**config.mk**
```make
export PLATFORM = sky130hd
export DESIGN_NAME = fpga_ip_top
export DESIGN_NICKNAME = d
export VERILOG_FILES = /design/src/hdl/i2s_audio_pkg.sv /design/src/hdl/wb_bus_pkg.sv /design/src/hdl/fpga_ip_top.sv /design/src/hdl/i2s_sample_fifo.sv /design/src/hdl/i2s_slave_rx.sv /design/src/hdl/wb_i2s_regs.sv
export VERILOG_INCLUDE_DIRS = /design/src /design/src/include
export SDC_FILE = /design/constraint.sdc
export NUM_CORES = 1
export LEC_CHECK = 0
export CAP_MARGIN = 30
export CORE_ASPECT_RATIO = 1.4
export CORE_MARGIN = 2
export CORE_UTILIZATION = 50
export CTS_BUF_LIST = sky130_fd_sc_hd__clkbuf_16
export CTS_CLUSTER_SIZE = 12
export DETAILED_ROUTE_END_ITERATION = 16
export DONT_BUFFER_PORTS = 1
export GPL_ROUTABILITY_DRIVEN = 1
export PLACE_DENSITY = 0.67
export SLEW_MARGIN = 20
export SYNTH_ARGS = -nofsm -noshare
export SYNTH_HDL_FRONTEND = slang
export SYNTH_HIERARCHICAL = 1
export SYNTH_SLANG_ARGS = --single-unit
```
**constraint.sdc**
```tcl
create_clock -name wb_clk_i -period 5.95 [get_ports wb_clk_i]
set_input_delay 1.19 -clock wb_clk_i [delete_from_list [all_inputs] [get_ports wb_clk_i]]
set_output_delay 1.19 -clock wb_clk_i [all_outputs]
set_load 0.01 [all_outputs]
```
**src/include/fpga_ip_config.svh**
```systemverilog
`ifndef FPGA_IP_CONFIG_SVH
`define FPGA_IP_CONFIG_SVH

// ---------------------------------------------------------------------------
// audio capture sizing
// ---------------------------------------------------------------------------
`define I2S_WORD_BITS   16          // bits per channel word
`define I2S_FIFO_DEPTH  8           // stereo pairs held before overflow

// ---------------------------------------------------------------------------
// register map, word addresses on the wishbone adr field
// ---------------------------------------------------------------------------
`define REG_CTRL        17'h0_0000  // rx enable, irq enable
`define REG_STATUS      17'h0_0001  // level, empty, overflow (w1c)
`define REG_DATA        17'h0_0002  // oldest pair, read pops
`define REG_ID          17'h0_0003  // device id, read only

// returned in the low 20 bits of REG_ID
`define DEVICE_ID       20'h1_2530

`endif

```
**src/hdl/i2s_audio_pkg.sv**
```systemverilog
`include "fpga_ip_config.svh"

package i2s_audio_pkg;

    // -----------------------------------------------------------------------
    // sample data
    // -----------------------------------------------------------------------
    typedef logic [`I2S_WORD_BITS-1:0] audio_word_t;   // one channel, two's compl

    // left in the upper half, same layout as the data register
    typedef struct packed {
        audio_word_t left;
        audio_word_t right;
    } stereo_pair_t;

    // occupancy 0..depth, needs one bit more than the pointers
    typedef logic [$clog2(`I2S_FIFO_DEPTH + 1)-1:0] fifo_level_t;

    // -----------------------------------------------------------------------
    // receiver fsm
    // -----------------------------------------------------------------------
    typedef enum logic [1:0] {
        RX_IDLE  = 2'd0,    // waiting for ws to go low
        RX_LEFT  = 2'd1,    // ws low slot
        RX_RIGHT = 2'd2     // ws high slot
    } rx_state_e;

endpackage

```
**src/hdl/wb_bus_pkg.sv**
```systemverilog
package wb_bus_pkg;

    // -----------------------------------------------------------------------
    // bridge side widths
    // -----------------------------------------------------------------------
    typedef logic [16:0] wb_addr_t;     // word address from the bridge
    typedef logic [31:0] wb_data_t;     // full word, no byte lanes here

    // master to slave
    typedef struct packed {
        logic     cyc;                  // cycle, acts as chip select
        logic     stb;                  // transfer strobe
        logic     we;                   // 1 = write
        wb_addr_t adr;
        wb_data_t wr_dat;
    } wb_req_t;

    // slave to master
    typedef struct packed {
        logic     ack;                  // single cycle pulse per transfer
        wb_data_t rd_dat;               // valid with ack only
    } wb_rsp_t;

    // one request gets exactly one ack, the master drops stb after it
    // and may start the next access right away

endpackage

```
**src/hdl/fpga_ip_top.sv**
```systemverilog
module fpga_ip_top (
    input  logic                wb_clk_i,       // bridge clock, >= 4x bit clock
    input  logic                arst_n_i,
    input  wb_bus_pkg::wb_req_t wb_req_i,
    output wb_bus_pkg::wb_rsp_t wb_rsp_o,
    input  logic                i2s_clk_i,
    input  logic                i2s_ws_i,
    input  logic                i2s_din_i,
    output logic                i2s_rx_intr_o
);
    import i2s_audio_pkg::*;

    logic         rx_en;
    logic         pair_valid;
    stereo_pair_t pair;
    logic         fifo_pop;
    stereo_pair_t fifo_head;
    fifo_level_t  fifo_level;
    logic         fifo_empty;
    logic         fifo_ovf;
    logic         ovf_clr;

    // ---------------------------------------------------------------------------
    // i2s receiver
    // ---------------------------------------------------------------------------
    i2s_slave_rx u_rx (
        .wb_clk_i     (wb_clk_i),
        .arst_n_i     (arst_n_i),
        .rx_en_i      (rx_en),
        .i2s_clk_i    (i2s_clk_i),
        .i2s_ws_i     (i2s_ws_i),
        .i2s_din_i    (i2s_din_i),
        .pair_valid_o (pair_valid),   // no back-pressure
        .pair_o       (pair)
    );

    // pair buffer
    i2s_sample_fifo u_fifo (
        .wb_clk_i    (wb_clk_i),
        .arst_n_i    (arst_n_i),
        .push_i      (pair_valid),
        .push_data_i (pair),
        .pop_i       (fifo_pop),
        .pop_data_o  (fifo_head),
        .level_o     (fifo_level),
        .empty_o     (fifo_empty),
        .full_o      (),              // level already shows it
        .overflow_o  (fifo_ovf),
        .ovf_clr_i   (ovf_clr)
    );

    // register block on the bridge
    wb_i2s_regs u_regs (
        .wb_clk_i    (wb_clk_i),
        .arst_n_i    (arst_n_i),
        .wb_req_i    (wb_req_i),
        .wb_rsp_o    (wb_rsp_o),
        .fifo_data_i (fifo_head),
        .level_i     (fifo_level),
        .empty_i     (fifo_empty),
        .overflow_i  (fifo_ovf),
        .pop_o       (fifo_pop),
        .ovf_clr_o   (ovf_clr),
        .rx_en_o     (rx_en),
        .rx_intr_o   (i2s_rx_intr_o)
    );

endmodule

```
**src/hdl/i2s_sample_fifo.sv**
```systemverilog
`include "fpga_ip_config.svh"

module i2s_sample_fifo (
    input  logic                        wb_clk_i,
    input  logic                        arst_n_i,
    input  logic                        push_i,
    input  i2s_audio_pkg::stereo_pair_t push_data_i,
    input  logic                        pop_i,
    output i2s_audio_pkg::stereo_pair_t pop_data_o,
    output i2s_audio_pkg::fifo_level_t  level_o,
    output logic                        empty_o,
    output logic                        full_o,
    output logic                        overflow_o,
    input  logic                        ovf_clr_i
);
    import i2s_audio_pkg::*;

    localparam int PTR_W = $clog2(`I2S_FIFO_DEPTH);

    stereo_pair_t   mem [`I2S_FIFO_DEPTH];
    logic [PTR_W-1:0] wr_ptr_q;
    logic [PTR_W-1:0] rd_ptr_q;
    fifo_level_t    level_q;
    logic           ovf_q;
    logic           push_ok;
    logic           pop_ok;

    assign empty_o = (level_q == '0);
    assign full_o  = (level_q == fifo_level_t'(`I2S_FIFO_DEPTH));

    // a pop frees the slot in the same cycle, so full plus pop still accepts
    assign push_ok = push_i & (~full_o | pop_i);
    assign pop_ok  = pop_i & ~empty_o;

    always_ff @(posedge wb_clk_i) begin
        if (push_ok)
            mem[wr_ptr_q] <= push_data_i;
    end

    // ---------------------------------------------------------------------------
    // pointers, level, overflow
    // ---------------------------------------------------------------------------
    always_ff @(posedge wb_clk_i or negedge arst_n_i) begin
        if (!arst_n_i) begin
            wr_ptr_q <= '0;
            rd_ptr_q <= '0;
            level_q  <= '0;
            ovf_q    <= 1'b0;
        end else begin
            if (push_ok)
                wr_ptr_q <= (wr_ptr_q == PTR_W'(`I2S_FIFO_DEPTH - 1)) ? '0 : wr_ptr_q + 1'b1;
            if (pop_ok)
                rd_ptr_q <= (rd_ptr_q == PTR_W'(`I2S_FIFO_DEPTH - 1)) ? '0 : rd_ptr_q + 1'b1;
            case ({push_ok, pop_ok})
                2'b10:   level_q <= level_q + 1'b1;
                2'b01:   level_q <= level_q - 1'b1;
                default: level_q <= level_q;    // both or neither
            endcase
            if (push_i && !push_ok)
                ovf_q <= 1'b1;                  // sticky, pair lost
            else if (ovf_clr_i)
                ovf_q <= 1'b0;
        end
    end

    assign pop_data_o = mem[rd_ptr_q];    // head, valid when not empty
    assign level_o    = level_q;
    assign overflow_o = ovf_q;

endmodule

```
**src/hdl/i2s_slave_rx.sv**
```systemverilog
`include "fpga_ip_config.svh"

module i2s_slave_rx (
    input  logic                        wb_clk_i,
    input  logic                        arst_n_i,
    input  logic                        rx_en_i,
    input  logic                        i2s_clk_i,     // async bit clock
    input  logic                        i2s_ws_i,      // async word select
    input  logic                        i2s_din_i,     // async serial data
    output logic                        pair_valid_o,
    output i2s_audio_pkg::stereo_pair_t pair_o
);
    import i2s_audio_pkg::*;

    localparam int CNT_W = $clog2(`I2S_WORD_BITS + 1);

    logic [2:0]       pin_s1;       // {clk, ws, din} first stage
    logic [2:0]       pin_s2;       // second stage, safe to use
    logic             clk_s3;       // edge register
    logic             bclk_rise;
    logic             ws_s;
    logic             din_s;
    logic             ws_q;         // ws seen at the previous rising edge
    logic             ws_edge;
    rx_state_e        state_q;
    logic [CNT_W-1:0] bit_cnt_q;    // bits kept in the current slot
    audio_word_t      shift_q;
    audio_word_t      word_next;
    audio_word_t      left_q;
    logic             word_done;
    logic             pair_valid_q;
    stereo_pair_t     pair_q;

    // ---------------------------------------------------------------------------
    // pin synchronizer and bit clock edge detect
    // ---------------------------------------------------------------------------
    always_ff @(posedge wb_clk_i or negedge arst_n_i) begin
        if (!arst_n_i) begin
            pin_s1 <= '0;
            pin_s2 <= '0;
            clk_s3 <= 1'b0;
        end else begin
            pin_s1 <= {i2s_clk_i, i2s_ws_i, i2s_din_i};
            pin_s2 <= pin_s1;
            clk_s3 <= pin_s2[2];
        end
    end

    assign bclk_rise = pin_s2[2] & ~clk_s3;
    assign ws_s      = pin_s2[1];   // ws and din share the clock's delay
    assign din_s     = pin_s2[0];
    assign ws_edge   = ws_s ^ ws_q;

    // msb first, the newest bit enters at the bottom
    assign word_next = {shift_q[`I2S_WORD_BITS-2:0], din_s};

    // 16th bit of a slot, may arrive on the ws edge itself
    assign word_done = bclk_rise && (state_q != RX_IDLE)
                       && (bit_cnt_q == CNT_W'(`I2S_WORD_BITS - 1));

    // ---------------------------------------------------------------------------
    // slot tracking
    // ---------------------------------------------------------------------------
    always_ff @(posedge wb_clk_i or negedge arst_n_i) begin
        if (!arst_n_i) begin
            ws_q      <= 1'b1;
            state_q   <= RX_IDLE;
            bit_cnt_q <= '0;
        end else if (!rx_en_i) begin
            ws_q      <= 1'b1;      // so a low ws after enable counts as a frame start
            state_q   <= RX_IDLE;
            bit_cnt_q <= '0;
        end else if (bclk_rise) begin
            ws_q <= ws_s;
            if (state_q != RX_IDLE && bit_cnt_q < CNT_W'(`I2S_WORD_BITS))
                bit_cnt_q <= bit_cnt_q + 1'b1;  // saturates, extra bits dropped
            if (ws_edge) begin
                // this bit closes the old slot, the msb comes on the next edge
                bit_cnt_q <= '0;
                if (state_q != RX_IDLE)
                    state_q <= ws_s ? RX_RIGHT : RX_LEFT;
                else if (!ws_s)
                    state_q <= RX_LEFT;     // first falling ws
            end
        end
    end

    // data path, no reset needed
    always_ff @(posedge wb_clk_i) begin
        if (bclk_rise)
            shift_q <= word_next;
        if (word_done && state_q == RX_LEFT)
            left_q <= word_next;
        if (word_done && state_q == RX_RIGHT) begin
            pair_q.left  <= left_q;
            pair_q.right <= word_next;
        end
    end

    always_ff @(posedge wb_clk_i or negedge arst_n_i) begin
        if (!arst_n_i)
            pair_valid_q <= 1'b0;
        else
            pair_valid_q <= word_done && (state_q == RX_RIGHT) && rx_en_i;
    end

    assign pair_valid_o = pair_valid_q;
    assign pair_o       = pair_q;

endmodule

```
**src/hdl/wb_i2s_regs.sv**
```systemverilog
`include "fpga_ip_config.svh"

module wb_i2s_regs (
    input  logic                        wb_clk_i,
    input  logic                        arst_n_i,
    input  wb_bus_pkg::wb_req_t         wb_req_i,
    output wb_bus_pkg::wb_rsp_t         wb_rsp_o,
    input  i2s_audio_pkg::stereo_pair_t fifo_data_i,
    input  i2s_audio_pkg::fifo_level_t  level_i,
    input  logic                        empty_i,
    input  logic                        overflow_i,
    output logic                        pop_o,
    output logic                        ovf_clr_o,
    output logic                        rx_en_o,
    output logic                        rx_intr_o
);
    import wb_bus_pkg::*;

    // control bits
    localparam int CTRL_RX_EN  = 0;
    localparam int CTRL_IRQ_EN = 1;
    // status bit, write 1 clears
    localparam int STAT_OVF    = 5;

    logic       req_valid;      // new request, not yet acked
    logic       wr_req;
    logic       rd_req;
    logic       ack_q;
    wb_data_t   rd_mux;
    wb_data_t   rd_dat_q;
    logic [1:0] ctrl_q;
    logic       pop_q;
    logic       ovf_clr_q;
    logic       intr_q;

    assign req_valid = wb_req_i.cyc & wb_req_i.stb & ~ack_q;
    assign wr_req    = req_valid &  wb_req_i.we;
    assign rd_req    = req_valid & ~wb_req_i.we;

    // ---------------------------------------------------------------------------
    // read mux, sampled on the request cycle
    // ---------------------------------------------------------------------------
    always_comb begin
        case (wb_req_i.adr)
            `REG_CTRL:   rd_mux = wb_data_t'(ctrl_q);
            `REG_STATUS: rd_mux = wb_data_t'({overflow_i, empty_i, level_i});
            `REG_DATA:   rd_mux = empty_i ? '0 : wb_data_t'(fifo_data_i);
            `REG_ID:     rd_mux = wb_data_t'(`DEVICE_ID);
            default:     rd_mux = '0;       // unmapped
        endcase
    end

    // read data only needs to hold through the ack cycle
    always_ff @(posedge wb_clk_i) begin
        if (rd_req)
            rd_dat_q <= rd_mux;
    end

    // ---------------------------------------------------------------------------
    // ack, control, strobes, interrupt
    // ---------------------------------------------------------------------------
    always_ff @(posedge wb_clk_i or negedge arst_n_i) begin
        if (!arst_n_i) begin
            ack_q     <= 1'b0;
            ctrl_q    <= '0;
            pop_q     <= 1'b0;
            ovf_clr_q <= 1'b0;
            intr_q    <= 1'b0;
        end else begin
            ack_q <= req_valid;     // one cycle later, one cycle long

            // head captured above is popped on the ack cycle, empty reads skip it
            pop_q <= rd_req && (wb_req_i.adr == `REG_DATA) && !empty_i;

            ovf_clr_q <= wr_req && (wb_req_i.adr == `REG_STATUS)
                         && wb_req_i.wr_dat[STAT_OVF];

            if (wr_req && wb_req_i.adr == `REG_CTRL)
                ctrl_q <= wb_req_i.wr_dat[1:0];     // visible with the ack

            intr_q <= ctrl_q[CTRL_IRQ_EN] & ~empty_i;   // level style irq
        end
    end

    assign wb_rsp_o.ack    = ack_q;
    assign wb_rsp_o.rd_dat = rd_dat_q;

    assign pop_o     = pop_q;
    assign ovf_clr_o = ovf_clr_q;
    assign rx_en_o   = ctrl_q[CTRL_RX_EN];
    assign rx_intr_o = intr_q;

endmodule

```
==> impl_metrics.json, run 1 <==
{
  "rrSetupSlack_ns": 2.90,
  "synth_warnings": 6,
  "num-nets-final": 764,
  "path_max_fanout": 9,
  "via_count": 6422,
  "power_density_nw_per_um2": 313,
  "ctsResizeCount": 0,
  "crit_arrival_ns": 3.44,
  "routed_via_density": 5.89,
  "ant_nets": 0,
  "io_pins": 91,
  "layout_common_cells": "edfxtp_1 (351), mux4_2 (64), clkbuf_16 (41)",
  "antenna_cells": 0,
  "end_kind": "flop",
  "cts_buffer_depth": 3,
  "routed_wl_mm": 26.5,
  "internal_power_uw": 4140,
  "post-cts-setup-buffers": 0,
  "required_ns": 6.34,
  "switching_share_pct": 18.1,
  "clock_skew_ns": 0.0229,
  "min_from": "u_rx/pin_s1[2]",
  "drc": 0,
  "grt_setup_unrepaired": "false",
  "worstRegToRegCells": 7,
  "p_leak_uw": 0.00527,
  "worstMarginPinSlew_ns": 0.879,
  "drv_cap": 0,
  "tns_ns": 0,
  "coreArea_um2": 28500,
  "synth_cells": 666,
  "die_area_um2": 30500,
  "hold_viol_final": 0,
  "row_count": 73,
  "grt_start_max_net_pins": 65,
  "r2r-end": "u_fifo/level_o[3]",
  "cts_hold_buf": 0,
  "max_freq_mhz": 328,
  "clockPowerShare_pct": 41.8,
  "syn_area_um2": 14500,
  "firstDrtPassIters": 4,
  "clock_latency_ns": 0.52,
  "irDropWorstVdd_mv": 0.191,
  "drive_gt1_share_pct": 25.7,
  "r2r-start": "u_fifo/level_o[0]",
  "io_buffer_count": 0,
  "worstSetupPathType": "flop to flop",
  "drtIter0Drc": 633,
  "hpwl_mm": 14.2,
  "period_share_pct": 51.2,
  "pwr-share-seq_pct": 57.9,
  "die_w_um": 148,
  "clk_pin_slew_ns": 0.06,
  "cts_tree": "yes",
  "die_y_um": 206,
  "slew-limit-headroom_pct": 41.0,
  "globalRouteOverflowTotal": 0,
  "avgSynthCellArea_um2": 21.8,
  "initial_core_util_pct": 51.0,
  "final_common_cell": "edfxtp_1",
  "clock_sinks": 384,
  "placed_area_um2": 15000,
  "grt_use_total_pct": 18.1,
  "antenna_found_initial": 0,
  "drv_slew": 0,
  "netSwitchingPower_uw": 915,
  "areaGrowthSynthToFinish_pct": 11.3,
  "grt_pass1_vias": 6970,
  "setup_viol": 0,
  "cts-htree-levels": 2,
  "status": "finished clean",
  "finalCriticalPeriod_ns": 3.05,
  "holdPathStages": 0,
  "power_frac_comb_pct": 0.3,
  "detail_route.wl_per_cell_um": 24.3,
  "fill_cells": 2120,
  "clock_tree.root_cell": "clkbuf_16",
  "grt_pass1_wl_mm": 40.6,
  "syn-num-nets": 733,
  "final_area_um2": 16200,
  "min_to": "u_rx/pin_s2[2]",
  "cp-start-kind": "flop",
  "hold_class": "flop to flop",
  "hold-worst-slack_ns": 0.345,
  "cts_buffers": 38,
  "place_congestion": 0.736
}
-- metrics by stage --
step / power (uW) / utilization, % / setup slack (ns) / instances
3_5_place_dp: 3000 / 52.7 / 2.59 / 1029
2_1_floorplan: 2990 / - / 1.31 / 666
4_1_cts: 5110 / 56.5 / 2.90 / 1088
6_report: 5060 / 56.8 / 2.90 / 1091
3_3_place_gp: 3000 / 52.7 / 2.69 / 1029
5_1_grt: 5210 / 56.8 / 2.76 / 1091
-- power groups by stage --
| stage | sequential (uW) | clock, uW | combinational (uW) |
|---|---|---|---|
| 6_report | 2930 | 2120 | 14.7 |
| 3_3_place_gp | 2980 | 0 | 14.6 |
| 3_5_place_dp | 2980 | 0 | 15.0 |
| 5_1_grt | 2930 | 2260 | 16.0 |
| 4_1_cts | 2930 | 2170 | 15.0 |
| 2_1_floorplan | 2980 | 0 | 10.7 |
-- final cells by class --
| type | count | area (um2) | area share (%) |
|---|---|---|---|
| inverters | 11 | 41.3 | 0.255 |
| clock buffers | 41 | 1030 | 6.34 |
| multi-input cells | 246 | 3030 | 18.7 |
| flip-flops and latches | 384 | 11400 | 70.3 |
| well taps | 375 | 469 | 2.90 |
| repair buffers | 16 | 180 | 1.11 |
| clock inverters | 18 | 67.6 | 0.417 |
-- layer usage --
metal	part of all wire, %	wire length [um]	global-route usage, %	up-vias
li1	-	-	-	2787
met1	42	11000	23.0	3396
met2	52	13700	31.6	209
met3	5.0	1320	3.64	30
met4	1.9	493	5.54	0
met5	0	0	0	-
-- registers in the layout, summed over array words and instances, names as in the netlist, 4 cells and up --
signal	flops
u_regs/rd_dat_q	32
u_rx/shift_q	15
u_fifo/mem	256
u_rx/bit_cnt_q	5
u_fifo/level_o	4
u_rx/pair_o	32
u_rx/left_q	16
-- critical path, stage by stage (launching register included) --
cell and delay [ns]:
dfrtp_1 0.48, or4b_4 0.59, o21ai_4 0.33, ha_1 0.38
ha_1 0.35, or4b_1 0.55, o311ai_1 0.12, o211ai_1 0.13
-- how the worst max path moves through the flow --
stage | startpoint | depth (start not counted) | end
after CTS | u_fifo/level_o[0] | 7 | u_fifo/level_o[3]
after floorplan | u_fifo/level_o[3] | 3 | u_fifo/mem[2][0]
after global routing | u_fifo/level_o[0] | 7 | u_fifo/level_o[3]
after detailed placement | wb_req_i[40] | 5 | u_regs/rd_dat_q[8]
after global placement | wb_req_i[35] | 5 | u_regs/rd_dat_q[8]
final | u_fifo/level_o[0] | 7 | u_fifo/level_o[3]
No activity file was read; power rests on OpenSTA's default activity.
==> run 2, diff against run 1 <==
- ABC_AREA: default -> 1
- PLACE_DENSITY: 0.67 -> 0.7
- clock period: 5.95 -> 2.6 ns (I/O delays scaled with it)
==> impl_metrics.json, run 2 <==
{
  "routed_wl_mm": 31.2,
  "die_w_um": 155,
  "grt_setup_unrepaired": "false",
  "cts_buffers": 38,
  "syn-num-nets": 1581,
  "via_count": 9659,
  "p_leak_uw": 0.00714,
  "post-cts-setup-buffers": 0,
  "worstSetupPathType": "flop to flop",
  "io_pins": 91,
  "grt_pass1_vias": 9559,
  "clock_sinks": 384,
  "largest_reg_flops": 256,
  "final_common_cell": "nand2_1",
  "avgSynthCellArea_um2": 10.6,
  "drive_gt1_share_pct": 7.44,
  "drv_cap": 0,
  "final_area_um2": 17700,
  "clock_tree.root_cell": "clkbuf_16",
  "crit_buf_inv": 2,
  "detail_route.wl_per_cell_um": 16.1,
  "cts_tree": "yes",
  "grt_use_total_pct": 19.0,
  "critical_path.slowest_cell": "nor2_4",
  "layout_common_cells": "nand2_1 (492), edfxtp_1 (351), nor2_1 (285)",
  "cp-start-kind": "flop",
  "coreArea_um2": 31600,
  "path_max_fanout": 20,
  "clk_pin_slew_ns": 0.06,
  "irDropWorstVdd_mv": 0.396,
  "fin_util_pct": 56.0,
  "antenna_cells": 0,
  "grt_start_max_net_pins": 93,
  "power_uw": 11500,
  "globalRouteOverflowTotal": 0,
  "num-nets-final": 1599,
  "ant_nets": 0,
  "crit_arrival_ns": 2.50,
  "clockPowerShare_pct": 41.3,
  "hpwl_mm": 18.1,
  "hold_viol_final": 0,
  "power_density_nw_per_um2": 651,
  "regMostFlops": "u_fifo/mem",
  "routed_via_density": 4.98,
  "cpLargestDelayFamily": "simple AND/OR/NAND/NOR gates",
  "die_area_um2": 33600,
  "status": "finished clean",
  "initial_core_util_pct": 50.8,
  "place_congestion": 0.812,
  "placed_area_um2": 16600,
  "hold_class": "input pin to flop",
  "internal_power_uw": 9370,
  "slew-limit-headroom_pct": 41.1,
  "syn_area_um2": 16100,
  "die_y_um": 216,
  "pre_cts_ws_ns": 0.260,
  "setup_viol": 0,
  "drv_slew": 0,
  "pwr-share-seq_pct": 58.3,
  "hold-worst-slack_ns": 0.0296,
  "synth_warnings": 6,
  "required_ns": 2.79,
  "clock_skew_ns": 0.0203,
  "switching_share_pct": 18.7,
  "firstDrtPassIters": 5,
  "netSwitchingPower_uw": 2150,
  "end_kind": "flop",
  "power_frac_comb_pct": 0.4,
  "critPathMaxStageDelay_ns": 0.66,
  "cts-htree-levels": 2,
  "finalCriticalPeriod_ns": 2.31,
  "drc": 0,
  "setup_ws_ns": 0.293,
  "areaGrowthSynthToFinish_pct": 10.2,
  "drtIter0Drc": 611,
  "max_freq_mhz": 434,
  "antenna_found_initial": 0,
  "io_buffer_count": 0,
  "clock_latency_ns": 0.52,
  "path_cells": "nor2_1, nand4_1, nand2_1, buf_12, nor2_4, buf_4",
  "grt_pass1_wl_mm": 49.2,
  "row_count": 77,
  "synth_cells": 1514,
  "cts_buffer_depth": 3,
  "period_share_pct": 88.7,
  "worstMarginPinSlew_ns": 0.881
}
-- run 2: worst paths after layout --
| check | from | end | slack, ns | cells after the start |
|---|---|---|---|---|
| max | u_fifo/level_o[0] | u_fifo/mem[6][7] | 0.29 | 6 |
| min | i2s_din_i | u_rx/pin_s1[0] | 0.03 | 0 |
| max reg2reg | u_fifo/level_o[0] | u_fifo/mem[6][7] | 0.29 | 6 |
| min reg2reg | u_rx/pin_s1[2] | u_rx/pin_s2[2] | 0.35 | 0 |
| max in group asynchronous | arst_n_i | u_rx/ws_q | 1.91 | 2 |
| min in group asynchronous | arst_n_i | u_fifo/level_o[3] | 0.43 | 2 |
-- run 2: repair_timing --
item                                    CTS  global route
endpoints found under the hold margin    33             1
gates resized for setup                   0             0
endpoints found under the setup margin    0             0
hold buffers                              2             1
-- run 2: power groups by stage --
| stage | Sequential [uW] | Clock [uW] | Combinational (uW) |
|---|---|---|---|
| 5_1_grt | 6720 | 5090 | 54.4 |
| 3_3_place_gp | 6850 | 0 | 31.8 |
| 6_report | 6720 | 4750 | 47.1 |
| 3_5_place_dp | 6850 | 0 | 32.8 |
| 4_1_cts | 6720 | 4850 | 48.2 |
| 2_1_floorplan | 6840 | 0 | 22.8 |
-- run 2: layout make-up --
class | instances | area (um2)
multi-input cells | 885 | 3700
fillers | 2564 | 13900
well taps | 395 | 494
repair buffers | 32 | 373
flip-flops and latches | 384 | 11400
clock buffers | 39 | 976
clock inverters | 14 | 57.6
inverters | 191 | 717
-- run 2: layer usage --
layer	track usage [%]	up-vias	wire length [um]	share of wire, %
li1	-	4812	-	-
met3	2.86	77	1440	4.6
met1	22.9	4540	12500	40
met2	33.8	230	16200	52
met5	0	-	0	0
met4	8.20	0	1060	3.4
-- run 2: stage by stage --
stage | setup TNS (ns) | instances
floorplan | -8.08 | 1514
global placement | 0 | 1882
detailed placement | 0 | 1882
CTS | 0 | 1937
global route | 0 | 1940
finish | 0 | 1940
==> run 3, diff against run 2 <==
- ABC_AREA: 1 -> 0
==> impl_metrics.json, run 3 (synthesized netlist as in run 1, its figures left out) <==
{
  "power_uw": 11500,
  "row_count": 73,
  "crit_arrival_ns": 2.91,
  "drive_gt1_share_pct": 29.0,
  "p_leak_uw": 0.00532,
  "regMostFlops": "u_fifo/mem",
  "min_to": "u_rx/pin_s1[1]",
  "routed_wl_mm": 27.2,
  "setup_ws_ns": 0.107,
  "clock_latency_ns": 0.52,
  "clk_pin_slew_ns": 0.06,
  "firstDrtPassIters": 4,
  "hpwl_mm": 15.5,
  "num-nets-final": 788,
  "min_from": "i2s_ws_i",
  "routed_via_density": 5.81,
  "rrSetupSlack_ns": 0.11,
  "power_density_nw_per_um2": 699,
  "cts-htree-levels": 2,
  "die_y_um": 206,
  "drc": 0,
  "grt_pass1_wl_mm": 41.2,
  "via_count": 6442,
  "cts_buffers": 39,
  "finalCriticalPeriod_ns": 2.49,
  "r2r-end": "u_fifo/level_o[3]",
  "io_buffer_count": 0,
  "period_share_pct": 95.9,
  "globalRouteOverflowTotal": 0,
  "worstMarginPinSlew_ns": 0.615,
  "largest_reg_flops": 256,
  "path_max_fanout": 8,
  "hold_class": "input pin to flop",
  "drv_slew": 0,
  "max_freq_mhz": 401,
  "die_w_um": 148,
  "end_kind": "flop",
  "setup_viol": 0,
  "required_ns": 3.02,
  "slew-limit-headroom_pct": 59.0,
  "io_pins": 91,
  "pre_cts_ws_ns": 0.0937,
  "cp-start-kind": "flop",
  "status": "finished clean",
  "drv_cap": 0,
  "clock_skew_ns": 0.00970,
  "final_common_cell": "edfxtp_1",
  "place_congestion": 0.750,
  "clock_tree.root_cell": "clkbuf_16",
  "holdPathStages": 0,
  "irDropWorstVdd_mv": 0.504,
  "grt_pass1_vias": 7000,
  "hold_viol_final": 0,
  "placed_area_um2": 15300,
  "worstRegToRegCells": 8,
  "final_area_um2": 16400,
  "layout_common_cells": "edfxtp_1 (351), mux4_2 (64), clkbuf_16 (39)",
  "worstSetupPathType": "flop to flop",
  "clock_sinks": 384,
  "ant_nets": 0,
  "coreArea_um2": 28500,
  "areaGrowthSynthToFinish_pct": 12.9,
  "antenna_found_initial": 0,
  "cts_buffer_depth": 3,
  "drtIter0Drc": 601,
  "r2r-start": "u_fifo/level_o[2]",
  "detail_route.wl_per_cell_um": 24.5,
  "grt_setup_unrepaired": "false",
  "hold-worst-slack_ns": 0.0362,
  "die_area_um2": 30500,
  "grt_start_max_net_pins": 34,
  "grt_use_total_pct": 18.3,
  "cts_tree": "yes",
  "antenna_cells": 0,
  "initial_core_util_pct": 51.0
}
-- run 3: changes by cell type in the layout (fill, tap and decap cells not counted), moves of 11 or more --
cell and change:
nor2_1 -280, mux2_2 +33, nand3_1 -28, nor2_4 -11, nor2_2 -21, mux4_2 +64, and2_1 +24, inv_1 -184
nand2_1 -481
-- run 3: timing repair --
| action | in CTS | in global routing |
|---|---|---|
| hold buffers | 2 | 0 |
| gates resized for setup | 0 | 6 |
| hold endpoints to repair | 33 | 0 |
| buffers inserted | 0 | 2 |
| setup endpoints to repair | 0 | 1 |
-- run 3: worst max-delay path: stages, from the launching register on --
cell and delay (ns):
dfrtp_1 0.38, or4b_4 0.58, o21ai_4 0.18, ha_2 0.22, buf_4 0.17, ha_4 0.21
a21oi_2 0.14, mux2_2 0.35, o211ai_1 0.17
-- run 3: worst max path at each step --
stage                       from                end  cells after the start
6_report       u_fifo/level_o[2]  u_fifo/level_o[3]                      8
5_1_grt        u_fifo/level_o[2]  u_fifo/level_o[3]                      8
4_1_cts        u_fifo/level_o[0]  u_fifo/level_o[3]                      8
3_5_place_dp   u_fifo/level_o[0]  u_fifo/level_o[3]                      8
3_3_place_gp   u_fifo/level_o[0]  u_fifo/level_o[3]                      8
2_1_floorplan  u_fifo/level_o[3]   u_fifo/mem[1][0]                      3
-- run 3: cell type report --
class | instances | area (um2)
Fill cell | 2021 | 12100
Sequential cell | 384 | 11400
Multi-Input combinational cell | 246 | 3100
Clock buffer | 39 | 976
Tap cell | 375 | 469
Timing Repair Buffer | 39 | 399
Clock inverter | 15 | 67.6
Inverter | 11 | 41.3
-- run 3: per-layer routing --
| layer | track usage, % | vias up | share of wire [%] |
|---|---|---|---|
| met5 | 0 | - | 0 |
| met1 | 22.5 | 3393 | 37 |
| li1 | - | 2828 | - |
| met2 | 33.4 | 190 | 56 |
| met4 | 4.93 | 0 | 1.5 |
| met3 | 3.28 | 31 | 5.4 |
-- run 3: through the flow --
stage	setup TNS (ns)	std cells	utilization [%]
2_1_floorplan	-83.36	666	-
3_3_place_gp	0	1050	53.6
3_5_place_dp	0	1051	53.7
4_1_cts	0	1107	57.4
5_1_grt	0	1109	57.6
6_report	0	1109	57.6
-- run 3: where the power goes --
group / switching (uW) / internal, uW / total (uW)
registers: 18.4 / 6680 / 6700
clock network: 2060 / 2680 / 4740
logic: 35.8 / 16.2 / 52.0
